--- config.mk ---
export PLATFORM = sky130hd
export DESIGN_NAME = fetch_unit_wrapper
export DESIGN_NICKNAME = d
export VERILOG_FILES = /design/src/source/fetch_pkg.sv /design/src/source/fetch_unit_wrapper.sv /design/src/source/fetch_unit.sv /design/src/source/fetch_tag_compare.sv /design/src/source/fetch_btb.sv /design/src/source/fetch_pc_control.sv
export SDC_FILE = /design/constraint.sdc
export NUM_CORES = 1
export LEC_CHECK = 0
export BUFFER_PORTS_ARGS = -buffer_cell sky130_fd_sc_hd__buf_2
export CAP_MARGIN = 40
export CORE_MARGIN = 2
export CORE_UTILIZATION = 25
export CTS_CLUSTER_SIZE = 25
export DETAILED_ROUTE_END_ITERATION = 10
export HOLD_SLACK_MARGIN = 0.03
export PLACE_DENSITY = 0.42
export SYNTH_ARGS = -nofsm -noshare
export SYNTH_HDL_FRONTEND = slang
export SYNTH_SLANG_ARGS = --single-unit
--- constraint.sdc ---
create_clock -name CLK -period 4.3 [get_ports CLK]
set_input_delay 0.43 -clock CLK [delete_from_list [all_inputs] [get_ports CLK]]
set_output_delay 0.43 -clock CLK [all_outputs]
set_load 0.05 [all_outputs]
--- src/source/fetch_pkg.sv ---
// fetch front end shared definitions
// widths, address types, port structs, fetch FSM states and reset values
package fetch_pkg;

	// ------------------------------
	// widths
	localparam int PC_WIDTH = 32;
	localparam int ASID_WIDTH = 9;
	localparam int VPN_WIDTH = 20;
	localparam int PPN_WIDTH = 20;
	localparam int ICACHE_INDEX_WIDTH = 6;
	// physical page plus address bits 11:10
	localparam int ICACHE_TAG_WIDTH = PPN_WIDTH + 2;
	localparam int FETCH_PARCELS = 8;
	localparam int FETCH_BYTES = 16;
	localparam int BTB_ENTRIES = 16;
	localparam int BTB_INDEX_WIDTH = 4;
	localparam int BTB_TAG_WIDTH = 8;

	typedef logic [PC_WIDTH-1:0] pc_t;
	typedef logic [ASID_WIDTH-1:0] asid_t;
	typedef logic [1:0] exec_mode_t;
	typedef logic [VPN_WIDTH-1:0] vpn_t;
	typedef logic [PPN_WIDTH-1:0] ppn_t;
	typedef logic [ICACHE_INDEX_WIDTH-1:0] icache_index_t;
	typedef logic [ICACHE_TAG_WIDTH-1:0] icache_tag_t;
	typedef logic [$clog2(FETCH_PARCELS)-1:0] parcel_idx_t;
	typedef logic [BTB_TAG_WIDTH-1:0] btb_tag_t;

	// ------------------------------
	// reset values
	localparam pc_t INIT_PC = 32'h0000_0000;
	localparam asid_t INIT_ASID = '0;
	// machine mode
	localparam exec_mode_t INIT_EXEC_MODE = 2'b11;
	localparam logic INIT_VIRTUAL_MODE = 1'b0;
	localparam logic WAIT_FOR_RESTART_AT_RESET = 1'b1;

	// ------------------------------
	// port structs
	typedef struct packed {
		logic valid;
		exec_mode_t exec_mode;
		logic virtual_mode;
		asid_t asid;
		vpn_t vpn;
	} itlb_req_t;

	typedef struct packed {
		logic valid;
		ppn_t ppn;
		logic page_fault;
		logic access_fault;
	} itlb_resp_t;

	typedef struct packed {
		logic valid;
		icache_index_t index;
	} icache_req_t;

	typedef struct packed {
		logic [1:0] valid_by_way;
		icache_tag_t [1:0] tag_by_way;
		logic [1:0][FETCH_BYTES-1:0][7:0] block_by_way;
	} icache_resp_t;

	typedef struct packed {
		logic hit_valid;
		logic hit_way;
		logic miss_valid;
		icache_tag_t miss_tag;
	} icache_feedback_t;

	// one fetch block toward decode
	typedef struct packed {
		logic valid;
		logic [FETCH_PARCELS-1:0] valid_by_parcel;
		logic [FETCH_PARCELS-1:0] redirect_by_parcel;
		logic [FETCH_PARCELS-1:0][15:0] parcels;
		pc_t after_pc;
		logic page_fault;
		logic access_fault;
	} istream_t;

	typedef struct packed {
		logic valid;
		pc_t pc;
		asid_t asid;
		exec_mode_t exec_mode;
		logic virtual_mode;
	} rob_restart_t;

	typedef struct packed {
		logic valid;
		pc_t pc;
	} decode_restart_t;

	typedef struct packed {
		logic valid;
		logic is_taken;
		pc_t start_pc;
		pc_t target_pc;
	} branch_update_t;

	typedef enum logic [1:0] {
		WAIT_RESTART,
		REQ,
		WAIT,
		RESP
	} fetch_state_t;

endpackage
--- src/source/fetch_unit_wrapper.sv ---
// fetch unit wrapper
// top level with one register on every fetch unit input and output
module fetch_unit_wrapper (
	input logic CLK,
	input logic nRST,
	output fetch_pkg::itlb_req_t last_itlb_req,
	input fetch_pkg::itlb_resp_t next_itlb_resp,
	output fetch_pkg::icache_req_t last_icache_req,
	input fetch_pkg::icache_resp_t next_icache_resp,
	output fetch_pkg::icache_feedback_t last_icache_feedback,
	output fetch_pkg::istream_t last_istream,
	input logic next_istream_stall,
	input fetch_pkg::rob_restart_t next_rob_restart,
	input fetch_pkg::decode_restart_t next_decode_restart,
	input logic next_trigger_wait_for_restart,
	input fetch_pkg::branch_update_t next_branch_update
);
	import fetch_pkg::*;

	// ------------------------------
	// core side
	itlb_req_t itlb_req;
	itlb_resp_t itlb_resp;
	icache_req_t icache_req;
	icache_resp_t icache_resp;
	icache_feedback_t icache_feedback;
	istream_t istream;
	logic istream_stall;
	rob_restart_t rob_restart;
	decode_restart_t decode_restart;
	logic trigger_wait_for_restart;
	branch_update_t branch_update;

	fetch_unit WRAPPED_MODULE (.*);

	// ------------------------------
	// boundary registers
	always_ff @(posedge CLK, negedge nRST) begin
		if (!nRST) begin
			// outputs
			last_itlb_req <= '0;
			last_icache_req <= '0;
			last_icache_feedback <= '0;
			last_istream <= '0;
			// inputs
			itlb_resp <= '0;
			icache_resp <= '0;
			istream_stall <= 1'b0;
			rob_restart <= '0;
			decode_restart <= '0;
			trigger_wait_for_restart <= 1'b0;
			branch_update <= '0;
		end else begin
			last_itlb_req <= itlb_req;
			last_icache_req <= icache_req;
			last_icache_feedback <= icache_feedback;
			last_istream <= istream;
			itlb_resp <= next_itlb_resp;
			icache_resp <= next_icache_resp;
			istream_stall <= next_istream_stall;
			rob_restart <= next_rob_restart;
			decode_restart <= next_decode_restart;
			trigger_wait_for_restart <= next_trigger_wait_for_restart;
			branch_update <= next_branch_update;
		end
	end

endmodule

--- src/source/fetch_unit.sv ---
// fetch unit
// PC control, branch target buffer and tag compare for one 16-byte
// fetch block per request
module fetch_unit (
	input logic CLK,
	input logic nRST,
	output fetch_pkg::itlb_req_t itlb_req,
	input fetch_pkg::itlb_resp_t itlb_resp,
	output fetch_pkg::icache_req_t icache_req,
	input fetch_pkg::icache_resp_t icache_resp,
	output fetch_pkg::icache_feedback_t icache_feedback,
	output fetch_pkg::istream_t istream,
	input logic istream_stall,
	input fetch_pkg::rob_restart_t rob_restart,
	input fetch_pkg::decode_restart_t decode_restart,
	input logic trigger_wait_for_restart,
	input fetch_pkg::branch_update_t branch_update
);
	import fetch_pkg::*;

	pc_t fetch_pc;
	logic resp_cycle;
	logic pred_hit;
	parcel_idx_t pred_parcel;
	pc_t pred_target;
	logic resolve_hit;
	logic resolve_miss;
	logic resolve_fault;
	pc_t after_pc;

	fetch_pc_control pc_control (
		.CLK(CLK),
		.nRST(nRST),
		.rob_restart(rob_restart),
		.decode_restart(decode_restart),
		.trigger_wait_for_restart(trigger_wait_for_restart),
		.istream_stall(istream_stall),
		.resolve_hit(resolve_hit),
		.resolve_miss(resolve_miss),
		.resolve_fault(resolve_fault),
		.after_pc(after_pc),
		.fetch_pc(fetch_pc),
		.itlb_req(itlb_req),
		.icache_req(icache_req),
		.resp_cycle(resp_cycle)
	);

	fetch_btb btb (
		.CLK(CLK),
		.nRST(nRST),
		.fetch_pc(fetch_pc),
		.branch_update(branch_update),
		.pred_hit(pred_hit),
		.pred_parcel(pred_parcel),
		.pred_target(pred_target)
	);

	// mode travels with the TLB request fields
	fetch_tag_compare tag_compare (
		.resp_cycle(resp_cycle),
		.fetch_pc(fetch_pc),
		.virtual_mode(itlb_req.virtual_mode),
		.itlb_resp(itlb_resp),
		.icache_resp(icache_resp),
		.pred_hit(pred_hit),
		.pred_parcel(pred_parcel),
		.pred_target(pred_target),
		.resolve_hit(resolve_hit),
		.resolve_miss(resolve_miss),
		.resolve_fault(resolve_fault),
		.after_pc(after_pc),
		.icache_feedback(icache_feedback),
		.istream(istream)
	);

endmodule

--- src/source/fetch_tag_compare.sv ---
// fetch tag compare
// checks both cache ways against the physical tag, decides hit, miss or
// fault, and builds the instruction stream packet
module fetch_tag_compare (
	input logic resp_cycle,
	input fetch_pkg::pc_t fetch_pc,
	input logic virtual_mode,
	input fetch_pkg::itlb_resp_t itlb_resp,
	input fetch_pkg::icache_resp_t icache_resp,
	input logic pred_hit,
	input fetch_pkg::parcel_idx_t pred_parcel,
	input fetch_pkg::pc_t pred_target,
	output logic resolve_hit,
	output logic resolve_miss,
	output logic resolve_fault,
	output fetch_pkg::pc_t after_pc,
	output fetch_pkg::icache_feedback_t icache_feedback,
	output fetch_pkg::istream_t istream
);
	import fetch_pkg::*;

	ppn_t ppn;
	icache_tag_t phys_tag;
	logic [1:0] way_hit;
	logic hit_way;
	logic tlb_ready;
	logic tlb_fault;
	parcel_idx_t end_parcel;
	logic [FETCH_PARCELS-1:0] parcel_mask;
	logic [FETCH_PARCELS-1:0] redirect_mask;
	pc_t block_base;

	// ------------------------------
	// tag check
	always_comb begin
		// physical mode maps the PC straight through
		ppn = virtual_mode ? itlb_resp.ppn : fetch_pc[31:12];
		phys_tag = {ppn, fetch_pc[11:10]};
		for (int w = 0; w < 2; w++) begin
			way_hit[w] = icache_resp.valid_by_way[w]
				&& (icache_resp.tag_by_way[w] == phys_tag);
		end
		// way 0 wins a double hit
		hit_way = !way_hit[0];
		tlb_ready = !virtual_mode || itlb_resp.valid;
		tlb_fault = virtual_mode && itlb_resp.valid
			&& (itlb_resp.page_fault || itlb_resp.access_fault);
	end

	assign resolve_fault = resp_cycle && tlb_fault;
	assign resolve_hit = resp_cycle && !tlb_fault && tlb_ready && (|way_hit);
	assign resolve_miss = resp_cycle && !resolve_fault && !resolve_hit;

	// ------------------------------
	// parcel valids, redirect and after-PC
	always_comb begin
		end_parcel = pred_hit ? pred_parcel : parcel_idx_t'(FETCH_PARCELS - 1);
		for (int i = 0; i < FETCH_PARCELS; i++) begin
			parcel_mask[i] = (parcel_idx_t'(i) >= fetch_pc[3:1])
				&& (parcel_idx_t'(i) <= end_parcel);
		end
		redirect_mask = '0;
		if (pred_hit) begin
			redirect_mask[pred_parcel] = 1'b1;
		end
		block_base = {fetch_pc[31:4], 4'b0000};
		after_pc = pred_hit ? pred_target : block_base + pc_t'(FETCH_BYTES);
	end

	// ------------------------------
	// feedback and packet
	always_comb begin
		icache_feedback.hit_valid = resolve_hit;
		icache_feedback.hit_way = hit_way;
		icache_feedback.miss_valid = resolve_miss;
		icache_feedback.miss_tag = phys_tag;

		istream.valid = resolve_hit || resolve_fault;
		istream.valid_by_parcel = resolve_hit ? parcel_mask : '0;
		istream.redirect_by_parcel = resolve_hit ? redirect_mask : '0;
		// little endian parcels out of the hit way
		for (int i = 0; i < FETCH_PARCELS; i++) begin
			istream.parcels[i] = {icache_resp.block_by_way[hit_way][2*i+1],
				icache_resp.block_by_way[hit_way][2*i]};
		end
		istream.after_pc = after_pc;
		istream.page_fault = resolve_fault && itlb_resp.page_fault;
		istream.access_fault = resolve_fault && itlb_resp.access_fault;
	end

endmodule

--- src/source/fetch_btb.sv ---
// branch target buffer
// 16 entries, direct mapped on PC bits 7:4, one taken branch per fetch block,
// trained by branch updates from decode
module fetch_btb (
	input logic CLK,
	input logic nRST,
	input fetch_pkg::pc_t fetch_pc,
	input fetch_pkg::branch_update_t branch_update,
	output logic pred_hit,
	output fetch_pkg::parcel_idx_t pred_parcel,
	output fetch_pkg::pc_t pred_target
);
	import fetch_pkg::*;

	logic [BTB_ENTRIES-1:0] entry_valid;
	btb_tag_t entry_tag [BTB_ENTRIES];
	parcel_idx_t entry_parcel [BTB_ENTRIES];
	pc_t entry_target [BTB_ENTRIES];

	logic [BTB_INDEX_WIDTH-1:0] lookup_idx;
	logic [BTB_INDEX_WIDTH-1:0] update_idx;
	btb_tag_t lookup_tag;
	btb_tag_t update_tag;
	parcel_idx_t update_parcel;
	logic update_match;

	// ------------------------------
	// lookup
	assign lookup_idx = fetch_pc[7:4];
	assign lookup_tag = fetch_pc[15:8];

	// branch must sit at or after the first fetched parcel
	assign pred_hit = entry_valid[lookup_idx]
		&& (entry_tag[lookup_idx] == lookup_tag)
		&& (entry_parcel[lookup_idx] >= fetch_pc[3:1]);
	assign pred_parcel = entry_parcel[lookup_idx];
	assign pred_target = entry_target[lookup_idx];

	// ------------------------------
	// update
	assign update_idx = branch_update.start_pc[7:4];
	assign update_tag = branch_update.start_pc[15:8];
	assign update_parcel = branch_update.start_pc[3:1];
	assign update_match = entry_valid[update_idx]
		&& (entry_tag[update_idx] == update_tag)
		&& (entry_parcel[update_idx] == update_parcel);

	always_ff @(posedge CLK, negedge nRST) begin
		if (!nRST) begin
			entry_valid <= '0;
		end else if (branch_update.valid) begin
			if (branch_update.is_taken) begin
				entry_valid[update_idx] <= 1'b1;
			end else if (update_match) begin
				// not taken any more, drop it
				entry_valid[update_idx] <= 1'b0;
			end
		end
	end

	// entry payload
	always_ff @(posedge CLK) begin
		if (branch_update.valid && branch_update.is_taken) begin
			entry_tag[update_idx] <= update_tag;
			entry_parcel[update_idx] <= update_parcel;
			entry_target[update_idx] <= branch_update.target_pc;
		end
	end

endmodule

--- src/source/fetch_pc_control.sv ---
// fetch PC control
// runs the fetch FSM, holds PC, ASID and mode, takes restarts and stall,
// and issues the TLB and cache requests
module fetch_pc_control (
	input logic CLK,
	input logic nRST,
	input fetch_pkg::rob_restart_t rob_restart,
	input fetch_pkg::decode_restart_t decode_restart,
	input logic trigger_wait_for_restart,
	input logic istream_stall,
	input logic resolve_hit,
	input logic resolve_miss,
	input logic resolve_fault,
	input fetch_pkg::pc_t after_pc,
	output fetch_pkg::pc_t fetch_pc,
	output fetch_pkg::itlb_req_t itlb_req,
	output fetch_pkg::icache_req_t icache_req,
	output logic resp_cycle
);
	import fetch_pkg::*;

	fetch_state_t state;
	fetch_state_t next_state;
	asid_t asid;
	exec_mode_t exec_mode;
	logic virtual_mode;
	logic any_restart;
	logic req_fire;

	assign any_restart = rob_restart.valid || decode_restart.valid;

	// ------------------------------
	// next state
	always_comb begin
		next_state = state;
		if (any_restart) begin
			next_state = REQ;
		end else if (trigger_wait_for_restart) begin
			next_state = WAIT_RESTART;
		end else begin
			case (state)
				REQ: begin
					if (!istream_stall) begin
						next_state = WAIT;
					end
				end
				WAIT: begin
					next_state = RESP;
				end
				RESP: begin
					if (resolve_fault) begin
						next_state = WAIT_RESTART;
					end else if (resolve_hit || resolve_miss) begin
						// a miss retries the same PC
						next_state = REQ;
					end
				end
				default: begin
					next_state = state;
				end
			endcase
		end
	end

	// ------------------------------
	// state, PC and mode registers
	always_ff @(posedge CLK, negedge nRST) begin
		if (!nRST) begin
			state <= WAIT_FOR_RESTART_AT_RESET ? WAIT_RESTART : REQ;
			fetch_pc <= INIT_PC;
			asid <= INIT_ASID;
			exec_mode <= INIT_EXEC_MODE;
			virtual_mode <= INIT_VIRTUAL_MODE;
		end else begin
			state <= next_state;
			// rob restart wins over decode restart
			if (rob_restart.valid) begin
				fetch_pc <= rob_restart.pc;
				asid <= rob_restart.asid;
				exec_mode <= rob_restart.exec_mode;
				virtual_mode <= rob_restart.virtual_mode;
			end else if (decode_restart.valid) begin
				fetch_pc <= decode_restart.pc;
			end else if (resolve_hit) begin
				fetch_pc <= after_pc;
			end
		end
	end

	// ------------------------------
	// requests, one cycle in REQ
	assign req_fire = (state == REQ) && !istream_stall && !any_restart
		&& !trigger_wait_for_restart;

	always_comb begin
		// TLB only consulted in virtual mode
		itlb_req.valid = req_fire && virtual_mode;
		itlb_req.exec_mode = exec_mode;
		itlb_req.virtual_mode = virtual_mode;
		itlb_req.asid = asid;
		itlb_req.vpn = fetch_pc[31:12];
		icache_req.valid = req_fire;
		icache_req.index = fetch_pc[9:4];
	end

	// late response after a restart is dropped here
	assign resp_cycle = (state == RESP) && !any_restart;

endmodule

==> results of run 1 <==
Yosys cell counts, types with 5 or more instances:
master    number
o21ai_0       42
nor3_1        52
nor2_1       101
buf_4          5
a31o_2         5
xor2_1         5
mux4_2       263
nor3b_1       10
a22oi_1        5
edfxtp_1     688
nand2_1       45
and3_1         8
mux2_2       155
mux2i_1       42
clkbuf_1      59
xnor2_1       84
and2_1         8
ha_1           8
o22ai_1       29
a21oi_1       20
nand4_1        9
inv_1         35
nand3_1       20
o221a_1        5
a21o_1         9
buf_1         10
nor4_1        18
nor2b_1       12
buf_6          7
nand2b_1      10
buf_2         46
dfrtp_1      755
o221a_2        5
flip-flops by register name, summed over array words and instances (netlist names), 31 cells and up, named ones only:
| name | cells |
|---|---|
| WRAPPED_MODULE.pc_control.fetch_pc | 31 |
| WRAPPED_MODULE.btb.entry_parcel | 48 |
| rob_restart | 44 |
| WRAPPED_MODULE.btb.entry_target | 512 |
| WRAPPED_MODULE.btb.entry_tag | 128 |
| branch_update | 49 |
| last_istream | 179 |
| last_itlb_req | 33 |
| icache_resp | 302 |
| decode_restart | 32 |
through the flow:
| stage | area, µm² | std cells | utilization | worst slack [ns] |
|---|---|---|---|---|
| 6_report | 70280 | 6829 | 0.3401 | 0.2294 |
| 5_1_grt | 70280 | 6826 | 0.3401 | 0.02742 |
| 4_1_cts | 70230 | 6816 | 0.3398 | 0.08044 |
| 3_5_place_dp | 60130 | 6064 | 0.2910 | -0.02579 |
| 3_3_place_gp | 60100 | 6062 | 0.2908 | 0.02435 |
| 2_1_floorplan | 51880 | 2627 | - | 0.01000 |
cell type report:
class / count / area share
repair buffers: 1317 / 0.1405
diodes: 9 / 0.0003204
multi-input cells: 1018 / 0.1662
clock buffers: 234 / 0.06688
well taps: 2704 / 0.04814
flip-flops and latches: 1445 / 0.5637
clock inverters: 65 / 0.01227
inverters: 37 / 0.001976
metal layers:
metal	GRT usage	up-vias
li1	-	12790
met1	0.1984	15543
met2	0.3200	832
met3	0.03583	263
met4	0.05906	8
met5	0	-
cell families (layout without fill, tap and decap cells):
| logic type | Yosys count | after routing | share of synthesized area |
|---|---|---|---|
| other cells | 0 | 9 | 0 |
| fa+ha+maj | 8 | 8 | 0.001930 |
| mux | 461 | 461 | 0.1562 |
| buf+inv | 164 | 1653 | 0.01435 |
| compound gates | 149 | 149 | 0.01893 |
| flops | 1445 | 1445 | 0.7634 |
| simple gates | 311 | 311 | 0.03012 |
| xor+xnor | 89 | 89 | 0.01503 |
power groups by stage:
stage	Combinational [µW]	Clock (µW)	Sequential, µW
global route	3680	15400	15500
floorplan	1250	0	16000
finish	3440	14400	15400
global placement	3160	0	15700
CTS	3530	14900	15500
detailed placement	3170	0	15700
timing repair:
| item | in CTS | in global routing |
|---|---|---|
| hold endpoints to repair | 520 | 0 |
| hold buffers | 453 | 0 |
| resized for setup | 1 | 1 |
| setup buffers | 0 | 4 |
| endpoints found under the setup margin | 10 | 11 |
path summary, 6_finish.rpt:
| kind | startpoint | endpoint | slack [ns] | depth (start not counted) |
|---|---|---|---|---|
| max in group asynchronous | nRST | decode_restart[7] | 2.86 | 3 |
| min in group CLK | next_icache_resp[268] | icache_resp[268] | 0.26 | 2 |
| worst max-delay path | WRAPPED_MODULE.pc_control.fetch_pc[4] | WRAPPED_MODULE.pc_control.fetch_pc[15] | 0.23 | 12 |
| worst max register to register | WRAPPED_MODULE.pc_control.fetch_pc[4] | WRAPPED_MODULE.pc_control.fetch_pc[15] | 0.23 | 12 |
| worst min register to register | WRAPPED_MODULE.pc_control.asid[6] | last_itlb_req[26] | 0.38 | 0 |
| worst min-delay path | nRST | last_istream[46] | 0.13 | 2 |
==> qor.csv, run 1 <==
metric;value;unit
postRouteAntennaNets;0;
via_per_inst;4.310;
critPathMaxFanout;22;
cts_max_path_buffers;3;
ys_ff_latch;1445;
total_power;33280;µW
report.final.slew_viol_count;0;
maxSlewHeadroom;0.3595;
fillCellCount;19778;
synth_fp_nets;3108;
netlist_area;51880;µm²
crit_arrival;4.76;ns
die_y;459.5;µm
wl_per_cell;27.06;µm
power.share.clock;0.432;
numPortBuffers;697;
grt_pass1_vias;31866;
rows;167;
synthArstFlopShare;0.5239;
cts_tree;yes;
synthCells;2627;
max_freq;0.2457;GHz
post-route-drc-count;0;
seq_power_share;0.464;
finClkSkew;0.03811;ns
grt_max_degree;100;
clock_sinks;1445;
synth_top_area_frac;0.3982;
clk_latency;0.81;ns
maxCapViolCount;0;
period_needed;4.071;ns
grt_use_total;0.1738;
p_comb_frac;0.103;
path_buf_inv;2;
synth_edf_count;688;
antenna_found_initial;22;
worst_ir_drop_vdd;0.0003897;V
worst_hold_slack;0.1339;ns
ys_warn_count;0;
dieArea;211200;µm²
numCtsBuffers;163;
crit_family;simple AND/OR/NAND/NOR gates;
startpoint_type;flop;
min_path_type;input pin to asynchronous set/reset pin;
setup_viol;0;
drive_above_1_share;0.3839;
rsz0062_at_grt;no;
io_pins;717;
synth_area_leaders;edfxtp_1 (40%), dfrtp_1 (36%), mux4_2 (11%);
cts-root-buf;clkbuf_16;
final_common_cell;dfrtp_1;
wl_met2;99.26;mm
wl;184.8;mm
ys.flop_type;dfrtp_1;
p_int;24940;µW
nets;4463;
highest_layer;met5;
num_vias;29436;
wl_met3;9.614;mm
syn2layout_area_growth;35.48;%
hold_viol_final;0;
crit_required;4.99;ns
slowest_delay;0.65;ns
dieWidth;459.5;µm
place_hpwl;127.3;mm
end_kind;flop;
p_leak;0.02707;µW
swShare;0.2505;
multi_input_area;11680;µm²
grt_overflow;0;
dr.pass1.iters;5;
p_sw;8338;µW
gp_congestion;0.7995;
clk_pin_slew;0.06;ns
final.setup.tns;0;ns
synth_top_cell_by_area;edfxtp_1;
met1Wirelength;69.91;mm
core_area;206700;µm²
cp_cell_sequence;buf_4 -> mux4_2 -> mux4_2 -> ha_1 -> a21oi_1 -> nor2b_1 -> o21ai_1 -> a221o_1 -> or4_1 -> buf_12 -> nor3_1 -> nor3_1;
grt_pass1_wl;256.1;mm
start_util;0.2510;
regArea;39620;µm²
layout_common_cells;dfrtp_1 (748), buf_2 (696), edfxtp_1 (688), dlygate4sd3_1 (453), mux4_2 (263);
dr.first_iter.drc_count;1882;
syn_avg_cell_area;19.75;µm²
yosysSeqAreaShare;0.7634;
worst_slew_pin_slew;0.9607;ns
htreeDepth;4;
worstSetupPathType;flop to flop;
slowest_stage;or4_1;
timing.final.crit_share;0.9467;
powerDensity;473.5;nW/µm²
synth_cell_types;61;
status;complete, no violations;
Power figures use the tool's default switching activity.
==> inputs of run 2 (changes only) <==
--- a/config.mk
+++ b/config.mk
@@ -15,4 +15,5 @@
 export PLACE_DENSITY = 0.42
 export SYNTH_ARGS = -nofsm -noshare
 export SYNTH_HDL_FRONTEND = slang
+export SYNTH_HIERARCHICAL = 1
 export SYNTH_SLANG_ARGS = --single-unit
==> qor.csv, run 2 <==
metric;value;unit;change
status;complete, no violations;;
maxCapViolCount;0;;unchanged
timing.final.crit_share;0.9656;;+0.01890
total_power;33910;µW;+1.9%
num_vias;29329;;-0.36%
synthCells;2659;;+1.2%
rows;168;;+0.60%
worstSetupPathType;flop to flop;;
max_freq;0.2409;GHz;-2.0%
grt_use_total;0.1700;;-0.003809
largest_registers;WRAPPED_MODULE/btb/entry_target x512, icache_resp x302, last_istream x179;;
regArea;39630;µm²;about the same
numCtsBuffers;164;;+0.61%
netlist_area;52670;µm²;+1.5%
fillCellCount;20165;;+2.0%
startpoint_type;flop;;
grt_pass1_wl;256.3;mm;about the same
min_path_type;input pin to asynchronous set/reset pin;;
rsz0062_at_grt;no;;
ys_warn_count;6;;+6
syn_avg_cell_area;19.81;µm²;+0.30%
gp_congestion;0.7949;;-0.58%
start_util;0.2513;;+0.0002765
dieArea;214400;µm²;+1.5%
postRouteAntennaNets;0;;unchanged
setup_ws;0.1481;ns;-0.08126 ns
numPortBuffers;697;;unchanged
io_pins;717;;unchanged
clock_sinks;1445;;unchanged
syn2layout_area_growth;34.41;%;
period_needed;4.152;ns;+0.08126 ns
htreeDepth;4;;unchanged
grt_overflow;0;;unchanged
multi_input_area;11920;µm²;+2.0%
cts-root-buf;clkbuf_16;;
nets;4464;;+0.022%
post-route-drc-count;0;;unchanged
via_per_inst;4.230;;-1.9%
clk_pin_slew;0.06;ns;about the same
core_area;209600;µm²;+1.4%
hold_viol_final;0;;unchanged
end_kind;flop;;
die_y;463.0;µm;+0.75%
antenna_found_initial;26;;+18%
maxSlewHeadroom;0.4508;;+0.09130
drive_above_1_share;0.3977;;+0.01380
powerDensity;478.9;nW/µm²;+1.1%
grt_pass1_vias;32050;;+0.58%
layout_common_cells;dfrtp_1 (746), buf_2 (696), edfxtp_1 (688), dlygate4sd3_1 (453), mux4_2 (256);;
dr.pass1.iters;5;;unchanged
crit_arrival;4.84;ns;+0.08 ns
cts_max_path_buffers;3;;unchanged
largest-register;WRAPPED_MODULE/btb/entry_target;;
crit_required;4.98;ns;about the same
finClkSkew;0.02398;ns;-0.01412 ns
critPathMaxFanout;17;;-23%
place_hpwl;126.5;mm;-0.65%
placed_area;60680;µm²;+0.91%
wl_per_cell;26.48;µm;-2.2%
worst_ir_drop_vdd;0.0004513;V;+16%
clk_latency;0.80;ns;about the same
wl;183.6;mm;-0.65%
setup_viol;0;;unchanged
final.setup.tns;0;ns;unchanged
synth_fp_nets;3140;;+1.0%
dr.first_iter.drc_count;2192;;+16%
stdcell_area;70790;µm²;+0.73%
cts_tree;yes;;
p_leak;0.02754;µW;+1.7%
report.final.slew_viol_count;0;;unchanged
place_ws;-0.1034;ns;-0.07758 ns
worst_slew_pin_slew;0.8238;ns;-0.1370 ns
final_common_cell;dfrtp_1;;
dieWidth;463.0;µm;+0.75%
grt_max_degree;85;;-15%
largest_register_ff_count;512;;unchanged
[run 2: what timing repair did]
| item | in CTS | in global routing |
|---|---|---|
| endpoints found under the hold margin | 513 | 0 |
| cloned | 0 | 1 |
| resized for setup | 0 | 5 |
| hold buffers | 453 | 0 |
| endpoints found under the setup margin | 27 | 27 |
| buffers inserted | 3 | 0 |
| pin swaps | 0 | 1 |
[run 2: through the flow]
step	hold WS [ns]	utilization	instances
6_report	0.2280	0.3378	6934
5_1_grt	0.2165	0.3377	6929
4_1_cts	0.1835	0.3374	6918
3_5_place_dp	0.3670	0.2895	6165
3_3_place_gp	0.3617	0.2895	6165
2_1_floorplan	0.1344	-	2659
[run 2: critical path, stage by stage (launching register included)]
cell	delay [ns]
dfrtp_4	0.43
buf_12	0.15
mux4_2	0.52
mux4_2	0.53
ha_1	0.30
a21oi_1	0.06
nor2b_1	0.11
o21ai_1	0.11
or4_4	0.46
nor3_4	0.28
buf_6	0.20
buf_12	0.17
o21ai_0	0.14
mux2i_1	0.14
o21ai_0	0.10
mux2_4	0.29
[run 2: per-layer routing]
| metal | global-route usage | wire length (µm) | vias up |
|---|---|---|---|
| li1 | - | - | 12703 |
| met1 | 0.1992 | 71940 | 15489 |
| met2 | 0.3019 | 95420 | 891 |
| met3 | 0.03815 | 9259 | 244 |
| met4 | 0.06397 | 6987 | 2 |
| met5 | 0 | 15 | - |
[run 2: worst paths after layout]
check	startpoint	end	slack, ns	depth (start not counted)
max reg2reg	WRAPPED_MODULE/pc_control/fetch_pc[4]	WRAPPED_MODULE/pc_control/fetch_pc[25]	0.15	15
max in group asynchronous	nRST	last_istream[21]	2.96	3
min	nRST	icache_resp[203]	0.23	2
min in group CLK	next_icache_resp[124]	icache_resp[124]	0.27	2
max	WRAPPED_MODULE/pc_control/fetch_pc[4]	WRAPPED_MODULE/pc_control/fetch_pc[25]	0.15	15
min reg2reg	WRAPPED_MODULE/pc_control/asid[6]	last_itlb_req[26]	0.38	0
[run 2: power breakdown]
part	total, µW	switching, µW	leakage [µW]	internal, µW
combinational	4260	2490	0.00974	1770
clock	14100	5800	0.00270	8330
sequential	15500	445	0.0151	15100
total	33900	8740	0.0275	25200
[run 2: area by class of cell]
| class | count | area share |
|---|---|---|
| clock inverters | 75 | 0.01080 |
| well taps | 2805 | 0.04958 |
| diodes | 15 | 0.0005302 |
| clock buffers | 222 | 0.06638 |
| flip-flops and latches | 1445 | 0.5598 |
| multi-input cells | 997 | 0.1683 |
| inverters | 31 | 0.001644 |
| repair buffers | 1344 | 0.1430 |
==> inputs of run 3 (changes only) <==
--- a/config.mk
+++ b/config.mk
@@ -7,8 +7,9 @@
 export LEC_CHECK = 0
 export BUFFER_PORTS_ARGS = -buffer_cell sky130_fd_sc_hd__buf_2
 export CAP_MARGIN = 40
-export CORE_MARGIN = 2
+export CORE_MARGIN = 4
 export CORE_UTILIZATION = 25
+export CTS_BUF_LIST = sky130_fd_sc_hd__clkbuf_8
 export CTS_CLUSTER_SIZE = 25
 export DETAILED_ROUTE_END_ITERATION = 10
 export HOLD_SLACK_MARGIN = 0.03
==> qor.csv, run 3 (same netlist as run 2, synthesis figures left out) <==
metric;value;unit;change
worst_ir_drop_vdd;0.0003253;V;-28%
grt_overflow;0;;unchanged
min_path_cells;2;;
num_vias;31433;;+7.2%
fillCellCount;20025;;-0.69%
end_kind;flop;;
period_needed;4.063;ns;-0.08841 ns
via_per_inst;4.224;;-0.13%
wl_per_cell;25.22;µm;-4.8%
powerDensity;438.8;nW/µm²;-8.4%
wl;187.7;mm;+2.2%
dieWidth;467.0;µm;+0.86%
crit_required;5.14;ns;+0.16 ns
rsz0062_at_grt;no;;
cts-root-buf;clkbuf_8;;
dr.pass1.iters;5;;unchanged
dr.first_iter.drc_count;1826;;-17%
maxSlewHeadroom;0.4604;;+0.009546
post-route-drc-count;0;;unchanged
grt_max_degree;88;;+3.5%
finClkSkew;0.04569;ns;+0.02171 ns
max_freq;0.2461;GHz;+2.2%
grt_use_total;0.1689;;-0.001095
numPortBuffers;697;;unchanged
cts_max_path_buffers;3;;unchanged
grt_pass1_vias;34857;;+8.8%
total_power;32420;µW;-4.4%
r2r_start;WRAPPED_MODULE/pc_control/fetch_pc[4];;
post-route-util;0.3525;;+0.01468
cts_tree;yes;;
largest_registers;WRAPPED_MODULE/btb/entry_target x512, icache_resp x302, last_istream x179;;
largest_register_ff_count;512;;unchanged
numCtsBuffers;241;;+47%
maxCapViolCount;0;;unchanged
largest-register;WRAPPED_MODULE/btb/entry_target;;
die_y;467.0;µm;+0.86%
dieArea;218100;µm²;+1.7%
place_ws;-0.03744;ns;+0.06593 ns
clk_latency;0.98;ns;+0.18 ns
nets;4903;;+9.8%
hold_viol_final;0;;unchanged
p_leak;0.02921;µW;+6.1%
core_area;209600;µm²;unchanged
io_pins;717;;unchanged
antenna_found_initial;25;;-3.8%
r2r_cells;15;;unchanged
timing.final.crit_share;0.9450;;-0.02056
final_common_cell;dlygate4sd3_1;;
cp-startpoint;WRAPPED_MODULE/pc_control/fetch_pc[4];;
startpoint_type;flop;;
syn2layout_area_growth;40.25;%;
gp_congestion;0.7853;;-1.2%
clk_pin_slew;0.06;ns;about the same
min_path_type;input pin to flop;;
grt_pass1_wl;261.5;mm;+2.0%
report.final.slew_viol_count;0;;unchanged
status;complete, no violations;;
layout_common_cells;dlygate4sd3_1 (827), dfrtp_1 (746), buf_2 (696), edfxtp_1 (688), clkbuf_8 (283);;
worstSetupPathType;flop to flop;;
start_util;0.2513;;unchanged
clock_sinks;1445;;unchanged
place_hpwl;126.5;mm;about the same
rows;168;;unchanged
drive_above_1_share;0.3671;;-0.03055
setup_ws;0.2365;ns;+0.08841 ns
htreeDepth;4;;unchanged
hold_start;next_branch_update[47];;
setup_viol;0;;unchanged
worst_slew_pin_slew;0.8052;ns;-0.01858 ns
crit_arrival;4.91;ns;+0.07 ns
postRouteAntennaNets;0;;unchanged
critPathMaxFanout;18;;+1
[run 3: cell count changes in the layout (fill, tap and decap cells not counted), sizes merged]
cell,delta
clkbuf,+61
bufinv,-2
inv,+88
clkinv,+6
clkinvlp,-1
dlygate4sd3,+374
diode,-7
buf,-12
[run 3: layout make-up]
cell class                      count  area [µm²]  area share
Antenna cell                        8       20.02   0.0002710
Clock buffer                      283        3895     0.05273
Clock inverter                    166        1030     0.01394
Inverter                           31       116.4    0.001575
Multi-Input combinational cell    997       11920      0.1613
Sequential cell                  1445       39630      0.5365
Tap cell                         2805        3510     0.04751
Timing Repair Buffer             1706       13760      0.1862
[run 3: final timing paths]
check / end / slack (ns)
min: branch_update[47] / 0.17
min reg2reg: last_itlb_req[20] / 0.37
max in group asynchronous: icache_resp[182] / 2.77
max: WRAPPED_MODULE/pc_control/fetch_pc[19] / 0.24
max reg2reg: WRAPPED_MODULE/pc_control/fetch_pc[19] / 0.24
min in group asynchronous: icache_resp[245] / 0.59
[run 3: per-layer routing]
layer  track usage  share of wire  up-vias
met5             0              0        -
met4       0.05265          0.029        0
met3       0.03750          0.060      289
met2        0.3059           0.52      912
met1        0.1982           0.39    16608
li1              -              -    13624
[run 3: repair_timing]
| item | 4_1_cts | 5_1_grt |
|---|---|---|
| setup buffers | 4 | 2 |
| endpoints found under the setup margin | 5 | 32 |
| hold buffers | 828 | 0 |
| gates resized for setup | 0 | 6 |
| cloned | 0 | 1 |
| pin swaps | 0 | 1 |
| endpoints found under the hold margin | 664 | 0 |
[run 3: worst max-delay path, stage by stage, from the launching register on]
cell	delay, ns
dfrtp_4	0.48
buf_12	0.14
mux4_2	0.48
mux4_2	0.55
ha_1	0.30
a21oi_1	0.06
nor2b_1	0.17
o21ai_1	0.11
or4_4	0.44
nor3_4	0.15
buf_6	0.19
buf_12	0.17
o21ai_0	0.15
mux2i_1	0.14
o21ai_0	0.10
mux2_4	0.28
[run 3: power breakdown]
group          switching (µW)  internal (µW)
Clock                    5830           6550
Combinational            2520           2000
Sequential                451          15100
Total                    8800          23600
[run 3: per-stage QoR]
stage               setup TNS, ns  cells  instance area (µm²)  hold WS, ns
finish                          0   7441                73870       0.1668
global route                    0   7438                73860      0.06535
CTS                             0   7431                73800      0.03083
detailed placement       -0.03828   6150                60530       0.3606
global placement         -0.06029   6147                60440       0.3586
floorplan                  -2.754   2659                52800       0.1344
